`src/common/cache_consts.svh`:
```
`ifndef CACHE_CONSTS_SVH
`define CACHE_CONSTS_SVH

// Word address and data widths
`define ADDR_W 16
`define DATA_W 32

// Line geometry
`define LINE_WORDS 8
`define NUM_LINES 4

// Derived widths, tag is what is left above the offset
`define OFFSET_W ($clog2(`LINE_WORDS))
`define TAG_W (`ADDR_W - `OFFSET_W)
`define SLOT_W ($clog2(`NUM_LINES))

`endif
```
`src/common/cache_pkg.sv`:
```
package cache_pkg;

    // Fill control in each tag table
    typedef enum logic [1:0] {
        TS_IDLE    = 2'd0,
        TS_REQ     = 2'd1,
        TS_RELEASE = 2'd2
    } tableState_t;

    // Line copier sequencing
    typedef enum logic [1:0] {
        CS_IDLE = 2'd0,
        CS_READ = 2'd1,
        CS_ACK  = 2'd2
    } copyState_t;

    // Requesters on the fill path
    typedef enum logic {
        CLIENT_INSTR = 1'b0,
        CLIENT_DATA  = 1'b1
    } clientId_t;

endpackage

```
`src/rtl/cacheSubsys.sv`:
```
`timescale 1ns/1ps
`include "cache_consts.svh"

module cacheSubsys (
    input  logic                 clk,
    input  logic                 rst,
    input  logic                 instrLookupValid,
    input  logic [`ADDR_W-1:0]   instrLookupAddr,
    output logic                 instrStall,
    output logic                 instrDataValid,
    output logic [`DATA_W-1:0]   instrData,
    input  logic                 dataLookupValid,
    input  logic [`ADDR_W-1:0]   dataLookupAddr,
    output logic                 dataStall,
    output logic                 dataDataValid,
    output logic [`DATA_W-1:0]   dataData,
    output logic                 extReq,
    output logic [`ADDR_W-1:0]   extAddr,
    input  logic [`DATA_W-1:0]   extData
);

    logic [`SLOT_W+`OFFSET_W-1:0] instrRamAddr;
    logic [`SLOT_W+`OFFSET_W-1:0] dataRamAddr;
    logic [`SLOT_W+`OFFSET_W-1:0] wrAddr;
    logic [`DATA_W-1:0]           wrData;
    logic                         instrRdEn;
    logic                         dataRdEn;
    logic                         instrWrEn;
    logic                         dataWrEn;

    logic                 instrFillReq;
    logic                 instrFillAck;
    logic [`TAG_W-1:0]    instrFillTag;
    logic [`SLOT_W-1:0]   instrFillSlot;
    logic                 dataFillReq;
    logic                 dataFillAck;
    logic [`TAG_W-1:0]    dataFillTag;
    logic [`SLOT_W-1:0]   dataFillSlot;

    logic                 copyReq;
    logic                 copyAck;
    logic [`TAG_W-1:0]    copyTag;
    logic [`SLOT_W-1:0]   copySlot;
    cache_pkg::clientId_t copyClient;

    // Accepted lookups read the line RAM
    assign instrRdEn = instrLookupValid && !instrStall;
    assign dataRdEn  = dataLookupValid && !dataStall;

    cacheTable instrTable (
        .clk(clk), .rst(rst),
        .lookupValid(instrLookupValid), .lookupAddr(instrLookupAddr),
        .stall(instrStall), .ramAddr(instrRamAddr),
        .fillReq(instrFillReq), .fillTag(instrFillTag),
        .fillSlot(instrFillSlot), .fillAck(instrFillAck)
    );

    lineRam instrRam (
        .clk(clk), .rdEn(instrRdEn), .rdAddr(instrRamAddr),
        .rdData(instrData), .rdValid(instrDataValid),
        .wrEn(instrWrEn), .wrAddr(wrAddr), .wrData(wrData)
    );

    cacheTable dataTable (
        .clk(clk), .rst(rst),
        .lookupValid(dataLookupValid), .lookupAddr(dataLookupAddr),
        .stall(dataStall), .ramAddr(dataRamAddr),
        .fillReq(dataFillReq), .fillTag(dataFillTag),
        .fillSlot(dataFillSlot), .fillAck(dataFillAck)
    );

    lineRam dataRam (
        .clk(clk), .rdEn(dataRdEn), .rdAddr(dataRamAddr),
        .rdData(dataData), .rdValid(dataDataValid),
        .wrEn(dataWrEn), .wrAddr(wrAddr), .wrData(wrData)
    );

    memArbiter arb0 (
        .clk(clk), .rst(rst),
        .instrReq(instrFillReq), .instrTag(instrFillTag),
        .instrSlot(instrFillSlot), .instrAck(instrFillAck),
        .dataReq(dataFillReq), .dataTag(dataFillTag),
        .dataSlot(dataFillSlot), .dataAck(dataFillAck),
        .copyReq(copyReq), .copyTag(copyTag), .copySlot(copySlot),
        .copyClient(copyClient), .copyAck(copyAck)
    );

    lineCopier copier0 (
        .clk(clk), .rst(rst),
        .copyReq(copyReq), .copyTag(copyTag), .copySlot(copySlot),
        .copyClient(copyClient), .copyAck(copyAck),
        .extReq(extReq), .extAddr(extAddr), .extData(extData),
        .instrWrEn(instrWrEn), .dataWrEn(dataWrEn),
        .wrAddr(wrAddr), .wrData(wrData)
    );

endmodule

```
`src/rtl/lineCopier.sv`:
```
`timescale 1ns/1ps
`include "cache_consts.svh"

module lineCopier (
    input  logic                          clk,
    input  logic                          rst,
    input  logic                          copyReq,
    input  logic [`TAG_W-1:0]             copyTag,
    input  logic [`SLOT_W-1:0]            copySlot,
    input  cache_pkg::clientId_t          copyClient,
    output logic                          copyAck,
    output logic                          extReq,
    output logic [`ADDR_W-1:0]            extAddr,
    input  logic [`DATA_W-1:0]            extData,
    output logic                          instrWrEn,
    output logic                          dataWrEn,
    output logic [`SLOT_W+`OFFSET_W-1:0]  wrAddr,
    output logic [`DATA_W-1:0]            wrData
);

    localparam logic [`OFFSET_W-1:0] lastWord = `OFFSET_W'(`LINE_WORDS - 1);

    cache_pkg::copyState_t state;

    logic [`OFFSET_W-1:0] wordIdx;
    logic [`OFFSET_W-1:0] wrOffset;
    logic                 wrPending;

    assign extReq  = (state == cache_pkg::CS_READ);
    assign extAddr = {copyTag, wordIdx};
    assign copyAck = (state == cache_pkg::CS_ACK);

    // Memory answers one cycle after the request
    assign wrAddr    = {copySlot, wrOffset};
    assign wrData    = extData;
    assign instrWrEn = wrPending && (copyClient == cache_pkg::CLIENT_INSTR);
    assign dataWrEn  = wrPending && (copyClient == cache_pkg::CLIENT_DATA);

    always_ff @(posedge clk) begin
        wrOffset <= wordIdx;
    end

    always_ff @(posedge clk) begin
        if (rst) begin
            state <= cache_pkg::CS_IDLE;
            wordIdx <= '0;
            wrPending <= 1'b0;
        end else begin
            wrPending <= extReq;
            case (state)
                cache_pkg::CS_IDLE: begin
                    wordIdx <= '0;
                    if (copyReq)
                        state <= cache_pkg::CS_READ;
                end

                cache_pkg::CS_READ: begin
                    wordIdx <= wordIdx + 1'b1;
                    if (wordIdx == lastWord)
                        state <= cache_pkg::CS_ACK;
                end

                cache_pkg::CS_ACK: begin
                    // Last word lands on the first ack cycle
                    if (!copyReq)
                        state <= cache_pkg::CS_IDLE;
                end

                default: state <= cache_pkg::CS_IDLE;
            endcase
        end
    end

endmodule

```
`src/rtl/memArbiter.sv`:
```
`timescale 1ns/1ps
`include "cache_consts.svh"

module memArbiter (
    input  logic                  clk,
    input  logic                  rst,
    input  logic                  instrReq,
    input  logic [`TAG_W-1:0]     instrTag,
    input  logic [`SLOT_W-1:0]    instrSlot,
    output logic                  instrAck,
    input  logic                  dataReq,
    input  logic [`TAG_W-1:0]     dataTag,
    input  logic [`SLOT_W-1:0]    dataSlot,
    output logic                  dataAck,
    output logic                  copyReq,
    output logic [`TAG_W-1:0]     copyTag,
    output logic [`SLOT_W-1:0]    copySlot,
    output cache_pkg::clientId_t  copyClient,
    input  logic                  copyAck
);

    logic                 busy;
    logic                 grantInstr;
    cache_pkg::clientId_t grant;
    cache_pkg::clientId_t lastServed;
    cache_pkg::clientId_t nextClient;

    // Tie goes to whoever was not served last
    always_comb begin
        if (instrReq && dataReq)
            nextClient = (lastServed == cache_pkg::CLIENT_INSTR) ?
                         cache_pkg::CLIENT_DATA : cache_pkg::CLIENT_INSTR;
        else if (instrReq)
            nextClient = cache_pkg::CLIENT_INSTR;
        else
            nextClient = cache_pkg::CLIENT_DATA;
    end

    assign grantInstr = (grant == cache_pkg::CLIENT_INSTR);
    assign copyClient = grant;
    assign copyReq    = busy && (grantInstr ? instrReq : dataReq);
    assign copyTag    = grantInstr ? instrTag : dataTag;
    assign copySlot   = grantInstr ? instrSlot : dataSlot;
    assign instrAck   = busy && grantInstr && copyAck;
    assign dataAck    = busy && !grantInstr && copyAck;

    always_ff @(posedge clk) begin
        if (rst) begin
            busy <= 1'b0;
            grant <= cache_pkg::CLIENT_INSTR;
            lastServed <= cache_pkg::CLIENT_DATA;
        end else if (!busy) begin
            if (instrReq || dataReq) begin
                busy <= 1'b1;
                grant <= nextClient;
            end
        end else if (!copyReq && !copyAck) begin
            // Both halves of the handshake are back low
            busy <= 1'b0;
            lastServed <= grant;
        end
    end

endmodule

```
`src/cacheTable/cacheTable.sv`:
```
`timescale 1ns/1ps
`include "cache_consts.svh"

module cacheTable #(
    parameter int numLines = `NUM_LINES
) (
    input  logic                                   clk,
    input  logic                                   rst,
    input  logic                                   lookupValid,
    input  logic [`ADDR_W-1:0]                     lookupAddr,
    output logic                                   stall,
    output logic [$clog2(numLines)+`OFFSET_W-1:0]  ramAddr,
    output logic                                   fillReq,
    output logic [`TAG_W-1:0]                      fillTag,
    output logic [$clog2(numLines)-1:0]            fillSlot,
    input  logic                                   fillAck
);

    localparam int slotW = $clog2(numLines);

    cache_pkg::tableState_t state;

    logic [`TAG_W-1:0]    tags [numLines];
    logic [numLines-1:0]  valid;
    logic [numLines-1:0]  used;
    logic [slotW-1:0]     victimPtr;

    logic [`TAG_W-1:0]    lookupTag;
    logic [`OFFSET_W-1:0] lookupOffset;
    logic                 hit;
    logic [slotW-1:0]     hitSlot;
    logic                 accepted;

    assign lookupTag    = lookupAddr[`ADDR_W-1:`OFFSET_W];
    assign lookupOffset = lookupAddr[`OFFSET_W-1:0];

    // Fully associative compare over all valid entries
    always_comb begin
        hit = 1'b0;
        hitSlot = '0;
        for (int i = 0; i < numLines; i++) begin
            if (valid[i] && tags[i] == lookupTag) begin
                hit = 1'b1;
                hitSlot = slotW'(i);
            end
        end
    end

    assign stall    = (lookupValid && !hit) || (state != cache_pkg::TS_IDLE);
    assign accepted = lookupValid && !stall;
    assign ramAddr  = {hitSlot, lookupOffset};

    always_ff @(posedge clk) begin
        if (rst) begin
            state <= cache_pkg::TS_IDLE;
            valid <= '0;
            used <= '0;
            victimPtr <= '0;
            fillReq <= 1'b0;
        end else begin
            case (state)
                cache_pkg::TS_IDLE: begin
                    if (lookupValid && !hit) begin
                        // Victim is dropped now so a stale hit cannot happen mid-fill
                        valid[victimPtr] <= 1'b0;
                        fillTag <= lookupTag;
                        fillSlot <= victimPtr;
                        fillReq <= 1'b1;
                        state <= cache_pkg::TS_REQ;
                    end else if (valid[victimPtr] && used[victimPtr]) begin
                        // Second chance, clear and move on
                        used[victimPtr] <= 1'b0;
                        victimPtr <= victimPtr + 1'b1;
                    end
                end

                cache_pkg::TS_REQ: begin
                    if (fillAck) begin
                        tags[fillSlot] <= fillTag;
                        valid[fillSlot] <= 1'b1;
                        used[fillSlot] <= 1'b1;
                        victimPtr <= fillSlot + 1'b1;
                        fillReq <= 1'b0;
                        state <= cache_pkg::TS_RELEASE;
                    end
                end

                cache_pkg::TS_RELEASE: begin
                    if (!fillAck)
                        state <= cache_pkg::TS_IDLE;
                end

                default: state <= cache_pkg::TS_IDLE;
            endcase

            // Placed last so a fresh hit outranks the pointer sweep
            if (accepted)
                used[hitSlot] <= 1'b1;
        end
    end

endmodule

```
`src/cacheTable/lineRam.sv`:
```
`timescale 1ns/1ps
`include "cache_consts.svh"

module lineRam (
    input  logic                           clk,
    input  logic                           rdEn,
    input  logic [`SLOT_W+`OFFSET_W-1:0]   rdAddr,
    output logic [`DATA_W-1:0]             rdData,
    output logic                           rdValid,
    input  logic                           wrEn,
    input  logic [`SLOT_W+`OFFSET_W-1:0]   wrAddr,
    input  logic [`DATA_W-1:0]             wrData
);

    logic [`DATA_W-1:0] mem [`NUM_LINES*`LINE_WORDS];

    always_ff @(posedge clk) begin
        if (wrEn)
            mem[wrAddr] <= wrData;
        if (rdEn)
            rdData <= mem[rdAddr];
        // One cycle after an accepted lookup
        rdValid <= rdEn;
    end

endmodule

```
`config.mk`:
```
export PLATFORM = sky130hd
export DESIGN_NAME = cacheSubsys
export DESIGN_NICKNAME = d
export VERILOG_FILES = /design/src/common/cache_pkg.sv /design/src/rtl/cacheSubsys.sv /design/src/rtl/lineCopier.sv /design/src/rtl/memArbiter.sv /design/src/cacheTable/cacheTable.sv /design/src/cacheTable/lineRam.sv
export VERILOG_INCLUDE_DIRS = /design/src /design/src/common
export SDC_FILE = /design/constraint.sdc
export NUM_CORES = 2
export LEC_CHECK = 0
export ABC_CLOCK_PERIOD_IN_PS = 5990
export BUFFER_PORTS_ARGS = -buffer_cell sky130_fd_sc_hd__buf_2
export CAP_MARGIN = 40
export CELL_PAD_IN_SITES_DETAIL_PLACEMENT = 0
export CELL_PAD_IN_SITES_GLOBAL_PLACEMENT = 1
export CORE_ASPECT_RATIO = 2
export CORE_UTILIZATION = 60
export DETAILED_ROUTE_END_ITERATION = 16
export PLACE_DENSITY = 0.89
export SYNTH_ARGS = -nofsm -noshare
export SYNTH_HDL_FRONTEND = slang
export SYNTH_SLANG_ARGS = --single-unit
```
`constraint.sdc`:
```
create_clock -name clk -period 5.99 [get_ports clk]
set_input_delay 0.599 -clock clk [delete_from_list [all_inputs] [get_ports clk]]
set_output_delay 0.599 -clock clk [all_outputs]
set_load 0.005 [all_outputs]
```
==> out/qor.csv <==
metric,value,unit
outcome,"finished, final reports clean",
dr_wl_met2,114600,um
vias,42482,
fin_crit,3.875,ns
ff2ff_setup_slack,2.55,ns
synth_edf_count,2246,
cp_max_fo,36,
detail_route.wl_per_cell,32.73,um
finalSetupTns,0,ns
htreeDepth,4,
drtIter0Drc,4553,
routed.top_layer,met5,
dp_slack,2.185,ns
synth_warnings,0,
syn_to_final_growth,11.99,%
layout_setup_ws,2.115,ns
drt-met1-wl,67930,um
arrival,3.28,ns
cp_cell_sequence,"xnor2_1, nand4_1, or4_2, buf_4, nor4bb_2, nand2_1, nand2_1, buf_2",
p_clk_frac,0.386,
grt_usage,0.2868,
synth_cells,3996,
hold_class,in -> reg,
crit_required,5.39,ns
initial_utilization,0.6036,
routed_wl,208100,um
clk_latency,0.82,ns
remaining_drc_errors,0,
crit_type,reg -> out,
synth_flop_cell,edfxtp_1,
die_area,147900,um^2
synth_area_leaders,"edfxtp_1 (77%), mux4_2 (13%), mux2_2 (1.8%)",
grt_max_degree,101,
ir_worst_vdd,0.2685,mV
yosys.area.top_type,edfxtp_1,
ys_seq_area_frac,0.7775,
tightest_slew,1.062,ns
rsz0062_at_grt,false,
p_int,24.45,mW
root_buffer,clkbuf_16,
viasPerCell,6.683,
final_antenna_net_count,0,
num_rows,198,
nets,4365,
drt_pass1_iterations,7,
drv_slew,0,
cts_tree,built,
critPathBufInv,2,
endpoint_kind,output pin,
p_per_area,313.0,nW/um^2
pin_count,153,
hpwl,119800,um
die_w,272.5,um
syn_area,87780,um^2
antenna_found_initial,13,
cts.sinks,2286,
path_clk_slew,0.07,ns
switching_power,6.320,mW
die_h,542.9,um
overflow,0,
fin_crit_sh,0.6469,
post_cts_resized,0,
final_hold_viol_count,0,
fmax,258.1,MHz
critPathMaxStageDelay,0.70,ns
first_global_vias,44323,
cts_inserted_buffers,181,
power_leakage,30.79,nW
synth_seq_cells,2286,
synth_common_cells,"edfxtp_1 (2,246), mux4_2 (512), mux2_2 (141), mux2i_1 (132), clkbuf_1 (123)",
worst_path_max_delay_cell,or4_2,
synth.most_common_cell,edfxtp_1,
post_synth.cell_area_avg,21.97,um^2
grt_pass1_wl,302300,um
switching_share,0.2054,
relSlewSlack,0.2921,
synthArstFlopShare,0,
core,145400,um^2
crit_top_cell,nand2_1,
layout-drive-gt1-share,0.2925,
cp-start-kind,flip-flop,
gp_congestion,0.8612,
p_seq_frac,0.572,
synth.net_count,4066,
cts.path.max_buffers,3,
p_comb_frac,0.042,
postCtsSetupBuffers,0,
wl_met3,14900,um
skew,0.03297,ns
netlist-cell-type-count,57,
cpLargestDelayFamily,simple AND/OR/NAND/NOR gates,
setup_violations,0,
port_buffers,152,
cap_violations,0,
yosysTopAreaCellShare,0.7684,
-- cells by family (layout without fill, tap and decap cells) --
logic type / count (synthesis) / count (layout) / share of synthesized area
xor gates and xnor gates: 105 / 105 / 0.01065
and+or+nand+nor: 400 / 400 / 0.02192
buffers and inverters: 211 / 666 / 0.009964
AOI/OAI and AO/OA: 207 / 207 / 0.01518
adders and majority gates: 2 / 2 / 0.0002850
muxes: 785 / 785 / 0.1645
other: 0 / 6 / 0
DFF: 2286 / 2286 / 0.7775
-- registers in the layout, summed over array words and instances, names as in the netlist, 3 cells and up --
register and cells:
copier0.wordIdx 3, copier0.wrOffset 3, dataRam.mem 1024, dataRam.rdData 32
dataTable.fillTag 13, dataTable.tags 52, dataTable.used 4, dataTable.valid 4
instrRam.mem 1024, instrRam.rdData 32, instrTable.fillTag 13, instrTable.tags 52
instrTable.used 4, instrTable.valid 4
-- repair_timing --
action	CTS	global route
endpoints found under the setup margin	0	0
hold buffers	2	0
endpoints found under the hold margin	2	0
-- path summary, 6_finish.rpt --
check | startpoint | end | cells past startpoint
max | dataTable.tags[2][0] | dataStall | 8
max reg2reg | instrTable.fillSlot[0] | instrRam.mem[21][19] | 5
min reg2reg | copier0.wordIdx[2] | copier0.wrOffset[2] | 0
min | extData[30] | dataRam.mem[11][30] | 1
-- power groups by stage --
| stage | Sequential, mW | Combinational, mW | Clock [mW] |
|---|---|---|---|
| after floorplan | 17.9 | 0.759 | 0 |
| after global placement | 17.9 | 1.17 | 0 |
| after detailed placement | 17.9 | 1.27 | 0 |
| after CTS | 17.6 | 1.30 | 12.0 |
| after global routing | 17.6 | 1.37 | 12.5 |
| final | 17.6 | 1.30 | 11.9 |
-- per-stage QoR --
step / cells / cell area (um^2) / power (mW) / utilization / hold slack (ns)
detailed placement: 6006 / 92420 / 19.21 / 0.6355 / 0.3953
floorplan: 3996 / 87780 / 18.69 / - / 0.3822
finish: 6357 / 98300 / 30.77 / 0.6760 / 0.05634
global route: 6355 / 98300 / 31.48 / 0.6759 / 0.01993
CTS: 6347 / 98220 / 30.87 / 0.6754 / 0.01061
global placement: 5969 / 91690 / 19.12 / 0.6305 / 0.3851
-- metal layers --
layer / vias up / GRT usage
li1: 17277 / -
met1: 22153 / 0.3298
met2: 2482 / 0.5232
met3: 564 / 0.03836
met4: 6 / 0.1419
met5: - / 0
-- final cells by class --
| cell class | count | area (um^2) |
|---|---|---|
| antenna | 6 | 15.01 |
| clock inverter | 116 | 1028 |
| sequential | 2286 | 68250 |
| timing repair buffer | 314 | 2628 |
| tap | 1900 | 2377 |
| fill | 8418 | 47120 |
| inverter | 13 | 48.80 |
| clock buffer | 223 | 4751 |
| multi-input combinational | 1499 | 19210 |
-- placed cells by master, fill, tap and decap left out, types with 40 or more instances in the layout --
master     count
mux2i_1      132
nand2_1      108
clkbuf_16    184
mux4_2       512
o211ai_1      65
xnor2_1       80
mux2_2       141
dfxtp_1       40
nor2_4        66
clkinv_1      44
edfxtp_1    2246
nor3_1        71
a21oi_1       80
buf_2        146
buf_4        112
No activity file was read; power rests on OpenSTA's default activity.
